--- config.mk ---
export PLATFORM = sky130hd
export DESIGN_NAME = pcxt_glue_top
export DESIGN_NICKNAME = d
export VERILOG_FILES = /design/src/hdl/pcxt_pkg.sv /design/src/hdl/platform_cfg_if.sv /design/src/hdl/cdc_sync.sv /design/src/hdl/clock_enable_gen.sv /design/src/hdl/audio_mixer.sv /design/src/hdl/input_conditioner.sv /design/src/hdl/chipset_control.sv /design/src/hdl/pcxt_glue_top.sv
export SDC_FILE = /design/constraint.sdc
export NUM_CORES = 1
export LEC_CHECK = 0
export BUFFER_PORTS_ARGS = -buffer_cell sky130_fd_sc_hd__buf_2
export CORE_AREA = 2 2 136 138
export CTS_CLUSTER_SIZE = 20
export DETAILED_ROUTE_END_ITERATION = 10
export DIE_AREA = 0 0 138 140
export PLACE_DENSITY_LB_ADDON = 0.12
export SYNTH_ARGS = -nofsm -noshare
export SYNTH_HDL_FRONTEND = slang
export SYNTH_SLANG_ARGS = --single-unit
--- constraint.sdc ---
create_clock -name clk_chipset -period 7.42 [get_ports clk_chipset]
set_clock_uncertainty 0.05 [all_clocks]
set_input_delay 0.371 -clock clk_chipset [delete_from_list [all_inputs] [get_ports clk_chipset]]
set_output_delay 0.371 -clock clk_chipset [all_outputs]
set_load 0.02 [all_outputs]
--- src/hdl/pcxt_pkg.sv ---
// PC/XT chipset glue definitions
`default_nettype none

package pcxt_pkg;

	// Wishbone register port
	typedef logic [1:0]  wb_adr_t;
	typedef logic [31:0] wb_data_t;

	// Joystick words as delivered by the host side
	typedef logic [31:0] joy_digital_t;
	typedef logic [15:0] joy_analog_t;

	// Audio path
	typedef logic signed [15:0] sample_t;
	typedef logic [7:0]         tandy_sample_t;
	typedef logic signed [16:0] mix_t;

	typedef logic [3:0] dip_nibble_t;

	// CPU clock selection, reserved code falls back to 4.77
	typedef enum logic [1:0] {
		SPEED_4_77   = 2'd0,
		SPEED_7_16   = 2'd1,
		SPEED_14_318 = 2'd2,
		SPEED_RSVD   = 2'd3
	} cpu_speed_e;

	// Keyboard line pair
	typedef struct packed {
		logic clk;
		logic data;
	} ps2_lines_t;

	// Raw external clocks, sampled as data
	typedef struct packed {
		logic opl2;
		logic uart;
	} ext_ticks_t;

	////////////////////////////////////////////////////////////////////////////
	// Register map
	////////////////////////////////////////////////////////////////////////////
	localparam wb_adr_t ADR_SYS_CFG = 2'd0;
	localparam wb_adr_t ADR_IO_CFG  = 2'd1;

	// SYS_CFG fields
	localparam int SYS_SOFT_RESET_BIT  = 0;
	localparam int SYS_TANDY_MODEL_BIT = 1;
	localparam int SYS_SPLASH_SKIP_BIT = 2;
	localparam int SYS_CPU_SPEED_LSB   = 3;
	localparam int SYS_CPU_SPEED_MSB   = 4;
	localparam int SYS_CFG_WIDTH       = 5;

	// IO_CFG fields
	localparam int IO_MDA_MODE_BIT = 0;
	localparam int IO_JOY_SWAP_BIT = 1;
	localparam int IO_CFG_WIDTH    = 2;

	// Motherboard DIP switches, CGA 80 column or MDA
	localparam logic [7:0] DIP_CGA80 = 8'b0010_1101;
	localparam logic [7:0] DIP_MDA   = 8'b0011_1101;

endpackage

`default_nettype wire

--- src/hdl/platform_cfg_if.sv ---
// Platform configuration bundle
`timescale 1ns/1ps
`default_nettype none

interface platform_cfg_if;
	import pcxt_pkg::*;

	// Selected CPU rate
	cpu_speed_e cpu_speed;
	// Model captured while reset is held
	logic       tandy_video;
	// Display adapter, 1 selects MDA
	logic       mda_mode;
	// Exchange joystick ports
	logic       joy_swap;
	// Splash screen still running
	logic       splash_active;

	// Register block side
	modport ctrl (
		output cpu_speed,
		output tandy_video,
		output mda_mode,
		output joy_swap,
		output splash_active
	);

	// Datapath side
	modport user (
		input cpu_speed,
		input tandy_video,
		input mda_mode,
		input joy_swap,
		input splash_active
	);

endinterface

`default_nettype wire

--- src/hdl/cdc_sync.sv ---
// Synchronizer with edge detect
`timescale 1ns/1ps
`default_nettype none

module cdc_sync #(
	parameter type payload_t = logic
) (
	input  wire      clk_chipset,
	input  wire      reset_wire,
	input  wire      payload_t async_in,
	output payload_t sync_out,
	output payload_t rose
);

	// First stage, may go metastable
	payload_t meta_q;
	// Copy of sync_out one cycle older
	payload_t prev_q;

	always_ff @(posedge clk_chipset or posedge reset_wire) begin
		if (reset_wire) begin
			meta_q   <= '0;
			sync_out <= '0;
			prev_q   <= '0;
			rose     <= '0;
		end else begin
			meta_q   <= async_in;
			sync_out <= meta_q;
			prev_q   <= sync_out;
			// One pulse per bit going low to high
			rose     <= payload_t'(sync_out & ~prev_q);
		end
	end

endmodule

`default_nettype wire

--- src/hdl/clock_enable_gen.sv ---
// Chipset clock enable generator
`timescale 1ns/1ps
`default_nettype none

module clock_enable_gen #(
	parameter int BASE_DIV = 4
) (
	input  wire                  clk_chipset,
	input  wire                  reset_wire,
	input  wire                  biu_done,
	input  wire pcxt_pkg::ext_ticks_t ext_ticks,
	platform_cfg_if.user         cfg,
	output logic                 base_ce,
	output logic                 cpu_ce,
	output logic                 peripheral_ce,
	output logic                 opl2_ce,
	output logic                 uart_ce,
	output logic                 turbo_mode
);
	import pcxt_pkg::*;

	localparam int BASE_W = (BASE_DIV > 2) ? $clog2(BASE_DIV) : 1;
	localparam logic [BASE_W-1:0] BASE_LAST = BASE_W'(BASE_DIV - 1);

	logic [BASE_W-1:0] base_cnt;
	logic              div2_q;
	logic [1:0]        div3_q;
	logic              per_q;
	logic              tick_7_16;
	logic              tick_4_77;
	logic              tick_cpu;
	ext_ticks_t        ext_rose;

	////////////////////////////////////////////////////////////////////////////
	// Base rate, stands in for 14.318
	////////////////////////////////////////////////////////////////////////////
	always_ff @(posedge clk_chipset or posedge reset_wire) begin
		if (reset_wire) begin
			base_cnt <= '0;
			base_ce  <= 1'b0;
		end else begin
			base_ce  <= (base_cnt == BASE_LAST);
			base_cnt <= (base_cnt == BASE_LAST) ? '0 : base_cnt + 1'b1;
		end
	end

	// Qualified base ticks
	assign tick_7_16 = base_ce & div2_q;
	assign tick_4_77 = base_ce & (div3_q == 2'd2);

	// CPU rate mux
	always_comb begin
		case (cfg.cpu_speed)
			SPEED_14_318: tick_cpu = base_ce;
			SPEED_7_16:   tick_cpu = tick_7_16;
			default:      tick_cpu = tick_4_77;
		endcase
	end

	////////////////////////////////////////////////////////////////////////////
	// Derived rates and turbo flag
	////////////////////////////////////////////////////////////////////////////
	always_ff @(posedge clk_chipset or posedge reset_wire) begin
		if (reset_wire) begin
			div2_q        <= 1'b0;
			div3_q        <= 2'd0;
			per_q         <= 1'b0;
			cpu_ce        <= 1'b0;
			peripheral_ce <= 1'b0;
			turbo_mode    <= 1'b0;
		end else begin
			if (base_ce) begin
				div2_q <= ~div2_q;
				div3_q <= (div3_q == 2'd2) ? 2'd0 : div3_q + 2'd1;
			end
			// Peripheral clock is 4.77 halved
			if (tick_4_77)
				per_q <= ~per_q;
			cpu_ce        <= tick_cpu;
			peripheral_ce <= tick_4_77 & per_q;
			// Only switch between bus cycles
			if (biu_done)
				turbo_mode <= (cfg.cpu_speed == SPEED_7_16) ||
					(cfg.cpu_speed == SPEED_14_318);
		end
	end

	// OPL2 and UART clocks come in raw
	cdc_sync #(
		.payload_t (ext_ticks_t)
	) u_ext_sync (
		.clk_chipset (clk_chipset),
		.reset_wire  (reset_wire),
		.async_in    (ext_ticks),
		.sync_out    (),
		.rose        (ext_rose)
	);

	assign opl2_ce = ext_rose.opl2;
	assign uart_ce = ext_rose.uart;

endmodule

`default_nettype wire

--- src/hdl/audio_mixer.sv ---
// Signed sound mixer
`timescale 1ns/1ps
`default_nettype none

module audio_mixer (
	input  wire                     clk_chipset,
	input  wire                     reset_wire,
	input  wire pcxt_pkg::sample_t       opl2_sample,
	input  wire pcxt_pkg::tandy_sample_t tandy_sample,
	input  wire                     speaker,
	output pcxt_pkg::sample_t       audio_out
);
	import pcxt_pkg::*;

	mix_t opl2_term;
	mix_t speaker_term;
	mix_t tandy_term;
	mix_t mix_sum;

	// OPL2 sign extended, x4
	assign opl2_term    = mix_t'({opl2_sample[15], opl2_sample} << 2);
	// Speaker bit lands on weight 32768
	assign speaker_term = mix_t'({1'b0, speaker, 15'd0});
	// Tandy PSG, x64
	assign tandy_term   = mix_t'({3'b000, tandy_sample, 6'd0});
	// Wraps modulo 2^17
	assign mix_sum      = opl2_term + speaker_term + tandy_term;

	always_ff @(posedge clk_chipset or posedge reset_wire) begin
		if (reset_wire)
			audio_out <= '0;
		else
			audio_out <= sample_t'(mix_sum[16:1]);
	end

endmodule

`default_nettype wire

--- src/hdl/input_conditioner.sv ---
// Keyboard, joystick and DIP conditioning
`timescale 1ns/1ps
`default_nettype none

module input_conditioner (
	input  wire                    clk_chipset,
	input  wire                    reset_wire,
	input  wire pcxt_pkg::ps2_lines_t   ps2_in,
	output pcxt_pkg::ps2_lines_t   ps2_out,
	input  wire pcxt_pkg::joy_digital_t joy0_in,
	input  wire pcxt_pkg::joy_digital_t joy1_in,
	input  wire pcxt_pkg::joy_analog_t  joya0_in,
	input  wire pcxt_pkg::joy_analog_t  joya1_in,
	output pcxt_pkg::joy_digital_t joy0,
	output pcxt_pkg::joy_digital_t joy1,
	output pcxt_pkg::joy_analog_t  joya0,
	output pcxt_pkg::joy_analog_t  joya1,
	input  wire [7:0]              port_b_out,
	output pcxt_pkg::dip_nibble_t  port_c_nibble,
	platform_cfg_if.user           cfg
);
	import pcxt_pkg::*;

	// Full switch byte for the current adapter
	logic [7:0] dip_sw;

	// Keyboard lines into the chipset domain
	cdc_sync #(
		.payload_t (ps2_lines_t)
	) u_ps2_sync (
		.clk_chipset (clk_chipset),
		.reset_wire  (reset_wire),
		.async_in    (ps2_in),
		.sync_out    (ps2_out),
		.rose        ()
	);

	assign dip_sw = cfg.mda_mode ? DIP_MDA : DIP_CGA80;

	always_ff @(posedge clk_chipset or posedge reset_wire) begin
		if (reset_wire) begin
			joy0          <= '0;
			joy1          <= '0;
			joya0         <= '0;
			joya1         <= '0;
			port_c_nibble <= '0;
		end else begin
			// Swap moves digital and analog words together
			if (cfg.joy_swap) begin
				joy0  <= joy1_in;
				joy1  <= joy0_in;
				joya0 <= joya1_in;
				joya1 <= joya0_in;
			end else begin
				joy0  <= joy0_in;
				joy1  <= joy1_in;
				joya0 <= joya0_in;
				joya1 <= joya1_in;
			end
			// PPI port B bit 3 picks the switch half on port C
			port_c_nibble <= port_b_out[3] ? dip_sw[7:4] : dip_sw[3:0];
		end
	end

endmodule

`default_nettype wire

--- src/hdl/chipset_control.sv ---
// Chipset control registers and reset
`timescale 1ns/1ps
`default_nettype none

module chipset_control #(
	parameter int POR_CYCLES       = 65535,
	parameter int CPU_RESET_CYCLES = 43,
	parameter int SPLASH_TICKS     = 14318000,
	parameter int SPLASH_SECONDS   = 5
) (
	input  wire                clk_chipset,
	input  wire                reset_wire,
	input  wire                base_ce,
	input  wire                wb_cyc,
	input  wire                wb_stb,
	input  wire                wb_we,
	input  wire pcxt_pkg::wb_adr_t  wb_adr,
	input  wire pcxt_pkg::wb_data_t wb_dat_w,
	output pcxt_pkg::wb_data_t wb_dat_r,
	output logic               wb_ack,
	output logic               sys_reset,
	output logic               cpu_reset,
	platform_cfg_if.ctrl       cfg
);
	import pcxt_pkg::*;

	localparam int TICK_W = (SPLASH_TICKS > 2) ? $clog2(SPLASH_TICKS) : 1;
	localparam int SEC_W  = $clog2(SPLASH_SECONDS + 1);
	localparam int POR_W  = (POR_CYCLES > 2) ? $clog2(POR_CYCLES) : 1;
	localparam int CPU_W  = (CPU_RESET_CYCLES > 2) ? $clog2(CPU_RESET_CYCLES) : 1;

	localparam logic [TICK_W-1:0] TICK_LAST = TICK_W'(SPLASH_TICKS - 1);
	localparam logic [SEC_W-1:0]  SEC_LAST  = SEC_W'(SPLASH_SECONDS - 1);
	localparam logic [POR_W-1:0]  POR_LAST  = POR_W'(POR_CYCLES - 1);
	localparam logic [CPU_W-1:0]  CPU_LAST  = CPU_W'(CPU_RESET_CYCLES - 1);

	logic [SYS_CFG_WIDTH-1:0] sys_cfg;
	logic [IO_CFG_WIDTH-1:0]  io_cfg;
	logic                     wb_req;
	wb_data_t                 rd_data;
	logic [TICK_W-1:0]        tick_cnt;
	logic [SEC_W-1:0]         sec_cnt;
	logic                     splash_active_q;
	logic                     hold;
	logic [POR_W-1:0]         por_cnt;
	logic [CPU_W-1:0]         cpu_cnt;
	logic                     tandy_video_q;

	////////////////////////////////////////////////////////////////////////////
	// Wishbone registers
	////////////////////////////////////////////////////////////////////////////
	// New request only while no ack is out, one ack per access
	assign wb_req = wb_cyc & wb_stb & ~wb_ack;

	always_comb begin
		rd_data = '0;
		if (wb_adr == ADR_SYS_CFG)
			rd_data[SYS_CFG_WIDTH-1:0] = sys_cfg;
		else if (wb_adr == ADR_IO_CFG)
			rd_data[IO_CFG_WIDTH-1:0] = io_cfg;
	end

	always_ff @(posedge clk_chipset or posedge reset_wire) begin
		if (reset_wire) begin
			wb_ack   <= 1'b0;
			wb_dat_r <= '0;
			sys_cfg  <= '0;
			io_cfg   <= '0;
		end else begin
			wb_ack <= wb_req;
			if (wb_req) begin
				wb_dat_r <= rd_data;
				// Unmapped addresses swallow writes
				if (wb_we && wb_adr == ADR_SYS_CFG)
					sys_cfg <= wb_dat_w[SYS_CFG_WIDTH-1:0];
				else if (wb_we && wb_adr == ADR_IO_CFG)
					io_cfg <= wb_dat_w[IO_CFG_WIDTH-1:0];
			end
		end
	end

	////////////////////////////////////////////////////////////////////////////
	// Splash timer
	////////////////////////////////////////////////////////////////////////////
	always_ff @(posedge clk_chipset or posedge reset_wire) begin
		if (reset_wire) begin
			splash_active_q <= 1'b1;
			tick_cnt        <= '0;
			sec_cnt         <= '0;
		end else if (splash_active_q) begin
			if (sys_cfg[SYS_SPLASH_SKIP_BIT])
				splash_active_q <= 1'b0;
			else if (base_ce) begin
				// One second of base ticks
				if (tick_cnt == TICK_LAST) begin
					tick_cnt <= '0;
					sec_cnt  <= sec_cnt + 1'b1;
					if (sec_cnt == SEC_LAST)
						splash_active_q <= 1'b0;
				end else begin
					tick_cnt <= tick_cnt + 1'b1;
				end
			end
		end
	end

	////////////////////////////////////////////////////////////////////////////
	// Reset sequencer
	////////////////////////////////////////////////////////////////////////////
	assign hold = splash_active_q | sys_cfg[SYS_SOFT_RESET_BIT];

	always_ff @(posedge clk_chipset or posedge reset_wire) begin
		if (reset_wire) begin
			sys_reset     <= 1'b1;
			por_cnt       <= '0;
			cpu_reset     <= 1'b1;
			cpu_cnt       <= '0;
			tandy_video_q <= 1'b0;
		end else begin
			// Power-on hold restarts on every hold request
			if (hold) begin
				sys_reset <= 1'b1;
				por_cnt   <= '0;
			end else if (sys_reset) begin
				if (por_cnt == POR_LAST)
					sys_reset <= 1'b0;
				else
					por_cnt <= por_cnt + 1'b1;
			end
			// CPU stays in reset a little longer
			if (sys_reset) begin
				cpu_reset <= 1'b1;
				cpu_cnt   <= '0;
			end else if (cpu_reset) begin
				if (cpu_cnt == CPU_LAST)
					cpu_reset <= 0;
				else
					cpu_cnt <= cpu_cnt + 1'b1;
			end
			// Model only changes across a reset
			if (sys_reset)
				tandy_video_q <= sys_cfg[SYS_TANDY_MODEL_BIT];
		end
	end

	// Decoded fields out to the datapath
	assign cfg.cpu_speed     = cpu_speed_e'(sys_cfg[SYS_CPU_SPEED_MSB:SYS_CPU_SPEED_LSB]);
	assign cfg.tandy_video   = tandy_video_q;
	assign cfg.mda_mode      = io_cfg[IO_MDA_MODE_BIT];
	assign cfg.joy_swap      = io_cfg[IO_JOY_SWAP_BIT];
	assign cfg.splash_active = splash_active_q;

endmodule

`default_nettype wire

--- src/hdl/pcxt_glue_top.sv ---
// PC/XT chipset glue top level
`timescale 1ns/1ps
`default_nettype none

module pcxt_glue_top #(
	parameter int BASE_DIV         = 4,
	parameter int POR_CYCLES       = 65535,
	parameter int CPU_RESET_CYCLES = 43,
	parameter int SPLASH_TICKS     = 14318000,
	parameter int SPLASH_SECONDS   = 5
) (
	input  wire                         clk_chipset,
	input  wire                         reset_wire,
	// Wishbone register port
	input  wire                         wb_cyc,
	input  wire                         wb_stb,
	input  wire                         wb_we,
	input  wire pcxt_pkg::wb_adr_t      wb_adr,
	input  wire pcxt_pkg::wb_data_t     wb_dat_w,
	output wire pcxt_pkg::wb_data_t     wb_dat_r,
	output wire                         wb_ack,
	// Raw inputs
	input  wire                         biu_done,
	input  wire                         opl2_tick_in,
	input  wire                         uart_tick_in,
	input  wire                         ps2_clk_in,
	input  wire                         ps2_data_in,
	// Joysticks
	input  wire pcxt_pkg::joy_digital_t joy0_in,
	input  wire pcxt_pkg::joy_digital_t joy1_in,
	input  wire pcxt_pkg::joy_analog_t  joya0_in,
	input  wire pcxt_pkg::joy_analog_t  joya1_in,
	output wire pcxt_pkg::joy_digital_t joy0,
	output wire pcxt_pkg::joy_digital_t joy1,
	output wire pcxt_pkg::joy_analog_t  joya0,
	output wire pcxt_pkg::joy_analog_t  joya1,
	// PPI
	input  wire [7:0]                   port_b_out,
	output wire pcxt_pkg::dip_nibble_t  port_c_nibble,
	// Sound
	input  wire pcxt_pkg::sample_t      opl2_sample,
	input  wire pcxt_pkg::tandy_sample_t tandy_sample,
	input  wire                         speaker,
	output wire pcxt_pkg::sample_t      audio_out,
	// Enables
	output wire                         cpu_ce,
	output wire                         peripheral_ce,
	output wire                         opl2_ce,
	output wire                         uart_ce,
	output wire                         turbo_mode,
	// System state
	output wire                         sys_reset,
	output wire                         cpu_reset,
	output wire                         tandy_video,
	output wire                         mda_mode,
	output wire                         ps2_clock,
	output wire                         ps2_data
);
	import pcxt_pkg::*;

	ext_ticks_t ext_ticks;
	ps2_lines_t ps2_raw;
	ps2_lines_t ps2_sync;
	logic       base_ce;

	platform_cfg_if cfg_bus ();

	// Pin bundles
	assign ext_ticks = '{opl2: opl2_tick_in, uart: uart_tick_in};
	assign ps2_raw   = '{clk: ps2_clk_in, data: ps2_data_in};
	assign ps2_clock   = ps2_sync.clk;
	assign ps2_data    = ps2_sync.data;
	assign tandy_video = cfg_bus.tandy_video;
	assign mda_mode    = cfg_bus.mda_mode;

	chipset_control #(
		.POR_CYCLES       (POR_CYCLES),
		.CPU_RESET_CYCLES (CPU_RESET_CYCLES),
		.SPLASH_TICKS     (SPLASH_TICKS),
		.SPLASH_SECONDS   (SPLASH_SECONDS)
	) u_control (
		.clk_chipset (clk_chipset),
		.reset_wire  (reset_wire),
		.base_ce     (base_ce),
		.wb_cyc      (wb_cyc),
		.wb_stb      (wb_stb),
		.wb_we       (wb_we),
		.wb_adr      (wb_adr),
		.wb_dat_w    (wb_dat_w),
		.wb_dat_r    (wb_dat_r),
		.wb_ack      (wb_ack),
		.sys_reset   (sys_reset),
		.cpu_reset   (cpu_reset),
		.cfg         (cfg_bus.ctrl)
	);

	clock_enable_gen #(
		.BASE_DIV (BASE_DIV)
	) u_clk_en (
		.clk_chipset   (clk_chipset),
		.reset_wire    (reset_wire),
		.biu_done      (biu_done),
		.ext_ticks     (ext_ticks),
		.cfg           (cfg_bus.user),
		.base_ce       (base_ce),
		.cpu_ce        (cpu_ce),
		.peripheral_ce (peripheral_ce),
		.opl2_ce       (opl2_ce),
		.uart_ce       (uart_ce),
		.turbo_mode    (turbo_mode)
	);

	audio_mixer u_mixer (
		.clk_chipset  (clk_chipset),
		.reset_wire   (reset_wire),
		.opl2_sample  (opl2_sample),
		.tandy_sample (tandy_sample),
		.speaker      (speaker),
		.audio_out    (audio_out)
	);

	input_conditioner u_inputs (
		.clk_chipset   (clk_chipset),
		.reset_wire    (reset_wire),
		.ps2_in        (ps2_raw),
		.ps2_out       (ps2_sync),
		.joy0_in       (joy0_in),
		.joy1_in       (joy1_in),
		.joya0_in      (joya0_in),
		.joya1_in      (joya1_in),
		.joy0          (joy0),
		.joy1          (joy1),
		.joya0         (joya0),
		.joya1         (joya1),
		.port_b_out    (port_b_out),
		.port_c_nibble (port_c_nibble),
		.cfg           (cfg_bus.user)
	);

endmodule

`default_nettype wire

; ---- Word level (Yosys, flattened, before mapping)
; Cells that the tools add are included.
[totals]
output_inout_bits = 160
regBits = 204
[classes]
add_sub_neg = 8
n_eq_ne = 11
bitwise = 13
muxes = 30
n_reduce_logical = 12
[ops]
columns = op, n
row1 = two-way mux 16 bit, 5
row2 = two-way mux 32 bit, 2
row3 = adder 24 x 1 -> 24 bit (second input constant), 1
row4 = == test 24 bit (second input constant), 1
row5 = two-way mux 24 bit, 1
row6 = two-way mux 6 bit, 3
row7 = adder 17 x 15 -> 17 bit, 1
row8 = adder 17 bit, 1
row9 = adder 16 x 1 -> 16 bit (second input constant), 1
row10 = == test 16 bit (second input constant), 1
row11 = two-way mux 1 bit, 11
row12 = two-way mux 2 bit, 4
row13 = adder 6 x 1 -> 6 bit (second input constant), 1
row14 = == test 2 bit (second input constant), 3
row15 = == test 6 bit (second input constant), 1
row16 = AND reduction 2 bit, 3
row17 = AND reduction 3 bit, 2
row18 = bitwise AND 1 bit, 5
row19 = two-way mux 5 bit, 1
row20 = NOT 1 bit, 5
row21 = adder 2 x 1 -> 2 bit (second input constant), 2
row22 = == test 2 x 1 -> 1 bit (second input constant), 2
row23 = two-way mux 4 bit, 1
row24 = != test 2 x 1 -> 1 bit (second input constant), 2
row25 = 12 further kinds, 14

; ---- Depth between registers and ports, before layout
; Gate-level depths: netlist of run 1.
[depth]
word_depth = 6
ltp_mapped = 7

; ---- Hierarchy
; A second synthesis of run 1 with hierarchy kept.
[unflattened]
hier_cells = 687
hier_area_um2 = 9031.2
[modules_own_cells]
columns = module, n_inst, cells_per_inst, area_per_inst_um2
row1 = input_conditioner, 1, 210, 3861.2
row2 = chipset_control, 1, 343, 3439.5
row3 = audio_mixer, 1, 80, 863.3
row4 = cdc_sync, 2, 11, 231.5
row5 = clock_enable_gen, 1, 32, 404.1

; ---- Worst setup path before layout of run 1
; No wires, ideal clock.
[synth_timing]
path_kind = input-to-reg
startpoint = input port opl2_sample[4]
endpoint = register u_mixer.audio_out[13]
arrival_time_ps = 1851
required_ps = 7290
setup_time_ps = 80
path_buffers = 0
path_stages = 7
slack_ps = 5439
cell_sequence = ha_1 -> fa_1 -> a21oi_1 -> o2111ai_1 -> a21o_1 -> a21oi_1 -> xnor2_1
[synth_between]
elab_chain_cells = 2
[synth_rtl]
columns = element, line
row1 = "start, declared", pcxt_glue_top.sv:41  ; input wire pcxt_pkg::sample_t opl2_sample,
row2 = adder 17 bit, audio_mixer.sv:27  ; assign mix_sum = opl2_term + speaker_term + tandy_term;
row3 = adder 17 x 15 -> 17 bit, audio_mixer.sv:27
row4 = via u_mixer.mix_sum[14], audio_mixer.sv:18  ; mix_t mix_sum;
row5 = "end signal, assigned", audio_mixer.sv:33  ; audio_out <= sample_t'(mix_sum[16:1]);
row6 = "end, declared", audio_mixer.sv:11  ; output pcxt_pkg::sample_t audio_out
; The timed path passes the listed nets, and every way through them passes these cells.
; A chain may end at the register's enable or synchronous reset.

; ---- Worst setup path after layout of run 1
[layout_timing]
startpoint = register u_clk_en.base_ce
endpoint = register u_control.tick_cnt[23]
[layout_between]
elab_chain_cells = 1
[layout_rtl]
columns = element, line
row1 = "start, declared", clock_enable_gen.sv:13  ; output logic base_ce,
row2 = "start signal, assigned", clock_enable_gen.sv:42  ; base_ce <= (base_cnt == BASE_LAST);
row3 = AND reduction 3 bit (no source line), n/a
row4 = "end signal, assigned", chipset_control.sv:101  ; tick_cnt <= tick_cnt + 1'b1;
row5 = "end, declared", chipset_control.sv:41  ; logic [TICK_W-1:0] tick_cnt;
; No other way between the ends.

==> results.json, run 1 <==
{
  "status": "finished with violations",
  "violations_in_the_final_reports": "hold timing",
  "worst_setup_path_end_kind": "flip-flop",
  "cts_buffers": 22,
  "post-route-period-util": 0.316,
  "most_frequent_cells_in_the_layout": "sky130_fd_sc_hd__buf_2, sky130_fd_sc_hd__dfrtp_1, sky130_fd_sc_hd__mux2_2, sky130_fd_sc_hd__nor2_1, sky130_fd_sc_hd__nand2_1",
  "worst_skew_pair.late_latency_ps": 500,
  "grt.overflow.total": 0,
  "dieWidth_um": 138,
  "largest_voltage_drop_on_the_vdd_net_uv": 170,
  "post_synthesis_register_bit_count": 202,
  "cp_data_required_time_ps": 7790,
  "dr_pass1_iterations": 5,
  "fp.dieArea_mm2": 0.0193,
  "layout-area-overhead-vs-synth_pct": 26.4,
  "effective_utilization_at_floorplan": 0.483,
  "first_pass_grt_wire_length_mm": 32.8,
  "report.final.slew_viol_count": 0,
  "numClockSinks": 202,
  "cts_setup_buffers": 0,
  "path_delay_family": "simple AND/OR/NAND/NOR gates",
  "final_non_filler_cells": 1197,
  "ant_nets": 0,
  "critical-path-slowest-cell": "sky130_fd_sc_hd__dfrtp_1",
  "setup_viol": 0,
  "grt_usage": 0.211,
  "critical_path_startpoint_category": "flip-flop",
  "drv.max_cap_violation_count": 0,
  "hold_slack_ps": -37.7,
  "p_leak_nw": 5.23,
  "timing_worst_setup_path_type": "reg2reg",
  "drc": 0,
  "hold_viol": 12,
  "numPlacedInstances": 1144,
  "viasPerCell": 5.04,
  "rsz0062_at_grt": "no",
  "grt_start_max_net_pins": 132,
  "total_power_after_layout_mw": 2.99,
  "cts_repair_resize_count": 0,
  "initial_antenna_violation_count": 5,
  "postLayoutCoreUtil": 0.610,
  "critical_path.max_fanout": 13,
  "port_buffers": 269,
  "synth-edff-count": 0,
  "top_level_ports": 333,
  "finalWeightedCongestion": 0.801,
  "first_global_vias": 6225,
  "layout.cells.most_common": "sky130_fd_sc_hd__buf_2",
  "die_h_um": 140,
  "clk_pin_slew_worst_paths_ps": 60,
  "timing.critical_path.arrival_ps": 2710,
  "synth_cells": 668,
  "layout-drive-gt1-share": 0.442,
  "maximum_clock_insertion_buffer_count": 3,
  "worst_path_largest_cell_delay_ps": 520,
  "clock_tree.htree_level_count": 1,
  "count_of_cell_types_in_the_netlist": 58,
  "finalSetupTns_ps": 0,
  "avgRoutedWirePerCell_um": 17.0,
  "clock_tree.root_cell": "sky130_fd_sc_hd__clkbuf_16",
  "post_synth_instance_area_mm2": 0.00858,
  "sequential_area_share_after_synthesis": 0.590,
  "cts_tree": "built",
  "worst_slew_margin_rel": 0.331,
  "power_per_cell_area_mw_per_mm2": 275,
  "achievable-frequency_mhz": 426,
  "crit_buf_inv": 0,
  "fp-row-count": 49,
  "synth-warning-count": 0,
  "finalCriticalPeriod_ps": 2350,
  "final_nets": 1141,
  "synth_flop_cell": "sky130_fd_sc_hd__dfrtp_1",
  "avgSynthCellArea_um2": 12.8,
  "core_mm2": 0.0178,
  "timing.hold.worst.class": "in2async",
  "detail_route.iter0.violations": 299,
  "async_reset_ff_frac": 1.00,
  "routed_wl_mm": 20.3,
  "path_cells": "nand3b_1 -> nor3_2 -> nand2_2 -> or4_1 -> a21oi_1",
  "worstMarginPinSlew_ps": 1000,
  "dp_hpwl_mm": 14.9,
  "via_count": 6028
}
repair_timing:
action                     in CTS  in global routing
hold buffers                    9                  0
setup endpoints to repair       0                  0
hold endpoints to repair       11                  0
routing by layer:
metal,up-vias,wire (µm),track usage
met5,-,13,0
met4,2,568,0.0730
met3,34,1700,0.0725
met2,199,9850,0.347
met1,2968,8190,0.261
li1,2825,-,-
cell families after synthesis:
kind of cell             share of synthesized area
other                                     0.000437
AND/OR/NAND/NOR                              0.112
multiplexers                                 0.145
buffers and inverters                       0.0439
AO/OA/AOI/OAI                               0.0331
XOR/XNOR                                    0.0459
flip-flops                                   0.590
adder cells (fa/ha/maj)                     0.0300
sequential cells by signal, indices dropped and copies added (netlist names), 3 cells and up:
signal,flops
u_mixer.audio_out,15
u_control.sec_cnt,3
u_control.tick_cnt,24
u_control.cpu_cnt,6
u_control.wb_dat_r,5
u_control.por_cnt,16
u_control.sys_cfg,5
u_inputs.joya0,16
u_inputs.port_c_nibble,3
u_inputs.joy0,32
u_inputs.joya1,16
u_inputs.joy1,32
through the flow:
stage	cell area, µm²	setup slack [ps]
6_report	10800	5070
5_1_grt	10800	4890
4_1_cts	10800	5040
3_5_place_dp	10000	5070
3_3_place_gp	10000	5080
2_1_floorplan	8680	1490
final timing paths:
path                                                          from                                         to  slack, ps  depth (start not counted)
setup / recovery                        u_clk_en.base_ce$_DFF_PP0_         u_control.tick_cnt[23]$_DFFE_PP0P_       5070                          5
hold / removal                                          reset_wire    u_inputs.u_ps2_sync.meta_q[1]$_DFF_PP0_        -40                          2
setup reg to reg                        u_clk_en.base_ce$_DFF_PP0_         u_control.tick_cnt[23]$_DFFE_PP0P_       5070                          5
hold reg to reg            u_clk_en.u_ext_sync.meta_q[0]$_DFF_PP0_  u_clk_en.u_ext_sync.sync_out[0]$_DFF_PP0_        300                          0
max in group asynchronous                               reset_wire                u_inputs.joy0[21]$_DFF_PP0_       5880                          3
min in group clk_chipset                                  biu_done            u_clk_en.turbo_mode$_DFFE_PP0P_         20                          2
final cells by class:
cell class / instances / area [µm²]
Fill cell: 1494 / 6930
Sequential cell: 202 / 5060
Multi-Input combinational cell: 425 / 3250
Timing Repair Buffer: 280 / 1450
Clock buffer: 35 / 649
Tap cell: 229 / 287
Inverter: 17 / 71.3
Clock inverter: 5 / 67.6
Antenna cell: 4 / 10.0
synthesized netlist by cell type, drive strengths merged (2+ instances only):
| cell type | count | area, µm² |
|---|---|---|
| dfrtp | 199 | 4980 |
| mux2 | 106 | 1190 |
| nor2 | 45 | 169 |
| buf | 34 | 249 |
| nand2 | 34 | 130 |
| xnor2 | 25 | 219 |
| xor2 | 20 | 175 |
| ha | 19 | 238 |
| nand3 | 19 | 95.1 |
| clkbuf | 17 | 63.8 |
| inv | 16 | 60.1 |
| nand4 | 14 | 100 |
| nor3 | 14 | 85.1 |
| o21ai | 14 | 73.8 |
| nor4 | 12 | 105 |
| a21oi | 8 | 40.0 |
| and3 | 7 | 43.8 |
| nor2b | 7 | 43.8 |
| mux2i | 5 | 50.1 |
| nand2b | 5 | 31.3 |
| o31ai | 5 | 37.5 |
| a211oi | 3 | 22.5 |
| a21o | 3 | 22.5 |
| and2 | 3 | 18.8 |
| dfstp | 3 | 78.8 |
| o211ai | 3 | 22.5 |
| or4 | 3 | 26.3 |
| a22o | 2 | 17.5 |
| a31oi | 2 | 12.5 |
| and3b | 2 | 17.5 |
| and4 | 2 | 17.5 |
| o2111ai | 2 | 17.5 |
| or2 | 2 | 12.5 |
| or3 | 2 | 12.5 |
where the power goes:
part	total [mW]	switching, mW	internal, mW
clock network	1.06	0.428	0.637
logic	0.636	0.379	0.257
registers	1.28	0.0571	1.23
total	2.99	0.863	2.12
worst reg2reg max path: stages (launching register included):
cell and delay, ps:
sky130_fd_sc_hd__dfrtp_1 520, sky130_fd_sc_hd__nand3b_1 420, sky130_fd_sc_hd__nor3_2 500, sky130_fd_sc_hd__nand2_2 140
sky130_fd_sc_hd__or4_1 480, sky130_fd_sc_hd__a21oi_1 150
(Power assumes the default switching activity.)
==> run 2, diff against run 1 <==
clock period = 2.4 ns   (was 7.42 ns; I/O delays follow)
==> run 2 against run 1 <==
Final area rose by 18%; global-route usage up 3.5 points; setup slack worse by 4900 ps; the run now ends clean; largest power group unchanged.
==> results.json, run 2 (synthesized netlist as in run 1, its figures left out) <==
{
  "die_h_um": 140,
  "critical_path.max_fanout": 33,
  "dp_slack_ps": 405,
  "hold-path-cell-count": 5,
  "finalSetupTns_ps": 0,
  "ant_nets": 0,
  "port_buffers": 269,
  "fp.dieArea_mm2": 0.0193,
  "final_non_filler_cells": 1382,
  "critical-path-slowest-cell": "sky130_fd_sc_hd__dfrtp_4",
  "avgRoutedWirePerCell_um": 17.2,
  "setup_slack_ps": 180,
  "total_placed_instance_area_mm2": 0.0102,
  "clock_tree.htree_level_count": 1,
  "worst_path_largest_cell_delay_ps": 730,
  "routed_wl_mm": 23.8,
  "clk_pin_slew_worst_paths_ps": 60,
  "finalCriticalPeriod_ps": 2220,
  "post-route-period-util": 0.925,
  "first_pass_grt_wire_length_mm": 38.4,
  "setup_viol": 0,
  "grt_usage": 0.245,
  "numClockSinks": 202,
  "path_cells": "buf_4 -> mux2_2 -> dlygate4sd3_1",
  "critical_path_startpoint_category": "flip-flop",
  "timing.hold.worst.class": "in2reg",
  "worstRegToRegCells": 3,
  "layout-area-overhead-vs-synth_pct": 49.3,
  "worstMarginPinSlew_ps": 649,
  "final_nets": 1327,
  "drc": 0,
  "numPlacedInstances": 1155,
  "cts_tree": "built",
  "largest_voltage_drop_on_the_vdd_net_uv": 596,
  "postLayoutCoreUtil": 0.720,
  "timing.critical_path.depth": 3,
  "total_power_after_layout_mw": 10.1,
  "final_area_mm2": 0.0128,
  "timing_worst_setup_path_type": "reg2reg",
  "core_mm2": 0.0178,
  "dieWidth_um": 138,
  "grt_start_max_net_pins": 69,
  "crit_buf_inv": 2,
  "timing.critical_path.arrival_ps": 2550,
  "dp_hpwl_mm": 14.7,
  "cp_data_required_time_ps": 2730,
  "via_count": 6884,
  "initial_antenna_violation_count": 2,
  "grt_util_met3": 0.0786,
  "viasPerCell": 4.98,
  "report.final.slew_viol_count": 0,
  "maximum_clock_insertion_buffer_count": 3,
  "worst_slew_margin_rel": 0.566,
  "top_level_ports": 333,
  "hold_slack_ps": 57.9,
  "effective_utilization_at_floorplan": 0.483,
  "first_global_vias": 7465,
  "layout-drive-gt1-share": 0.387,
  "layout.cells.most_common": "sky130_fd_sc_hd__buf_2",
  "met2_usage": 0.443,
  "power_per_cell_area_mw_per_mm2": 785,
  "worst_skew_pair.late_latency_ps": 510,
  "fp-row-count": 49,
  "largestRegisters": "u_inputs.joy0 (32), u_inputs.joy1 (32), u_control.tick_cnt (24)",
  "dr_pass1_iterations": 5,
  "clock_tree.root_cell": "sky130_fd_sc_hd__clkbuf_16",
  "drv.max_cap_violation_count": 0,
  "most_frequent_cells_in_the_layout": "sky130_fd_sc_hd__buf_2, sky130_fd_sc_hd__dfrtp_1, sky130_fd_sc_hd__dlygate4sd3_1, sky130_fd_sc_hd__mux2_2, sky130_fd_sc_hd__nor2_1",
  "path_delay_family": "buffers and inverters",
  "grt.overflow.total": 0,
  "finalWeightedCongestion": 0.825,
  "detail_route.iter0.violations": 358,
  "status": "complete, no violations",
  "grtUsageMet1": 0.270,
  "rsz0062_at_grt": "no",
  "gr-max-usage-layer": "met2",
  "hold_viol": 0,
  "cts_buffers": 23,
  "worst_setup_path_end_kind": "flip-flop",
  "achievable-frequency_mhz": 450,
  "p_leak_nw": 6.08
}
-- run 2: cell types whose count changed in the layout (fill, tap and decap cells not counted), moves of 2 or more --
cell | previous run | this run
sky130_fd_sc_hd__dlygate4sd3_1 | 9 | 183
sky130_fd_sc_hd__buf_4 | 2 | 8
sky130_fd_sc_hd__clkbuf_1 | 8 | 2
sky130_fd_sc_hd__buf_12 | 0 | 5
sky130_fd_sc_hd__clkinv_2 | 1 | 5
sky130_fd_sc_hd__bufinv_16 | 1 | 3
sky130_fd_sc_hd__diode_2 | 4 | 2
-- run 2: path summary, 6_finish.rpt --
kind                            slack, ps                                    start                                   endpoint
worst max register to register        180          u_control.io_cfg[1]$_DFFE_PP0P_                 u_inputs.joy0[0]$_DFF_PP0_
min in group asynchronous             190                               reset_wire                u_inputs.joya1[4]$_DFF_PP0_
worst min register to register        300  u_inputs.u_ps2_sync.meta_q[0]$_DFF_PP0_  u_inputs.u_ps2_sync.sync_out[0]$_DFF_PP0_
max in group asynchronous            1310                               reset_wire              u_control.cpu_reset$_DFF_PP1_
worst max-delay path                  180          u_control.io_cfg[1]$_DFFE_PP0P_                 u_inputs.joy0[0]$_DFF_PP0_
worst min-delay path                   60                          opl2_sample[13]            u_mixer.audio_out[15]$_DFF_PP0_
-- run 2: area by class of cell --
| class | count | area, µm² |
|---|---|---|
| well taps | 229 | 287 |
| clock buffers | 30 | 652 |
| fillers | 1180 | 4970 |
| clock inverters | 12 | 149 |
| multi-input cells | 425 | 3250 |
| repair buffers | 465 | 3340 |
| diodes | 2 | 5.00 |
| inverters | 17 | 67.6 |
| flip-flops and latches | 202 | 5060 |
-- run 2: what timing repair did --
action	in CTS	in global routing
gates resized for setup	0	0
endpoints found under the setup margin	0	0
endpoints found under the hold margin	152	0
setup buffers	0	0
hold buffers	183	0
-- run 2: layer usage --
metal  routed length [µm]  vias to the layer above
met5                    0                        -
met4                  865                        0
met3                 1750                       67
met2                12400                      235
met1                 8800                     3377
li1                     -                     3205
-- run 2: worst register-to-register path, delay by kind of cell (launching register included) --
family,cells,cell delay (ps)
DFF,1,730
buffers and inverters,2,940
muxes,1,370
-- run 2: report_power, final --
part | total [mW] | internal (mW) | switching, mW
sequential | 4.01 | 3.80 | 0.211
combinational | 2.39 | 1.14 | 1.26
clock | 3.65 | 2.24 | 1.41
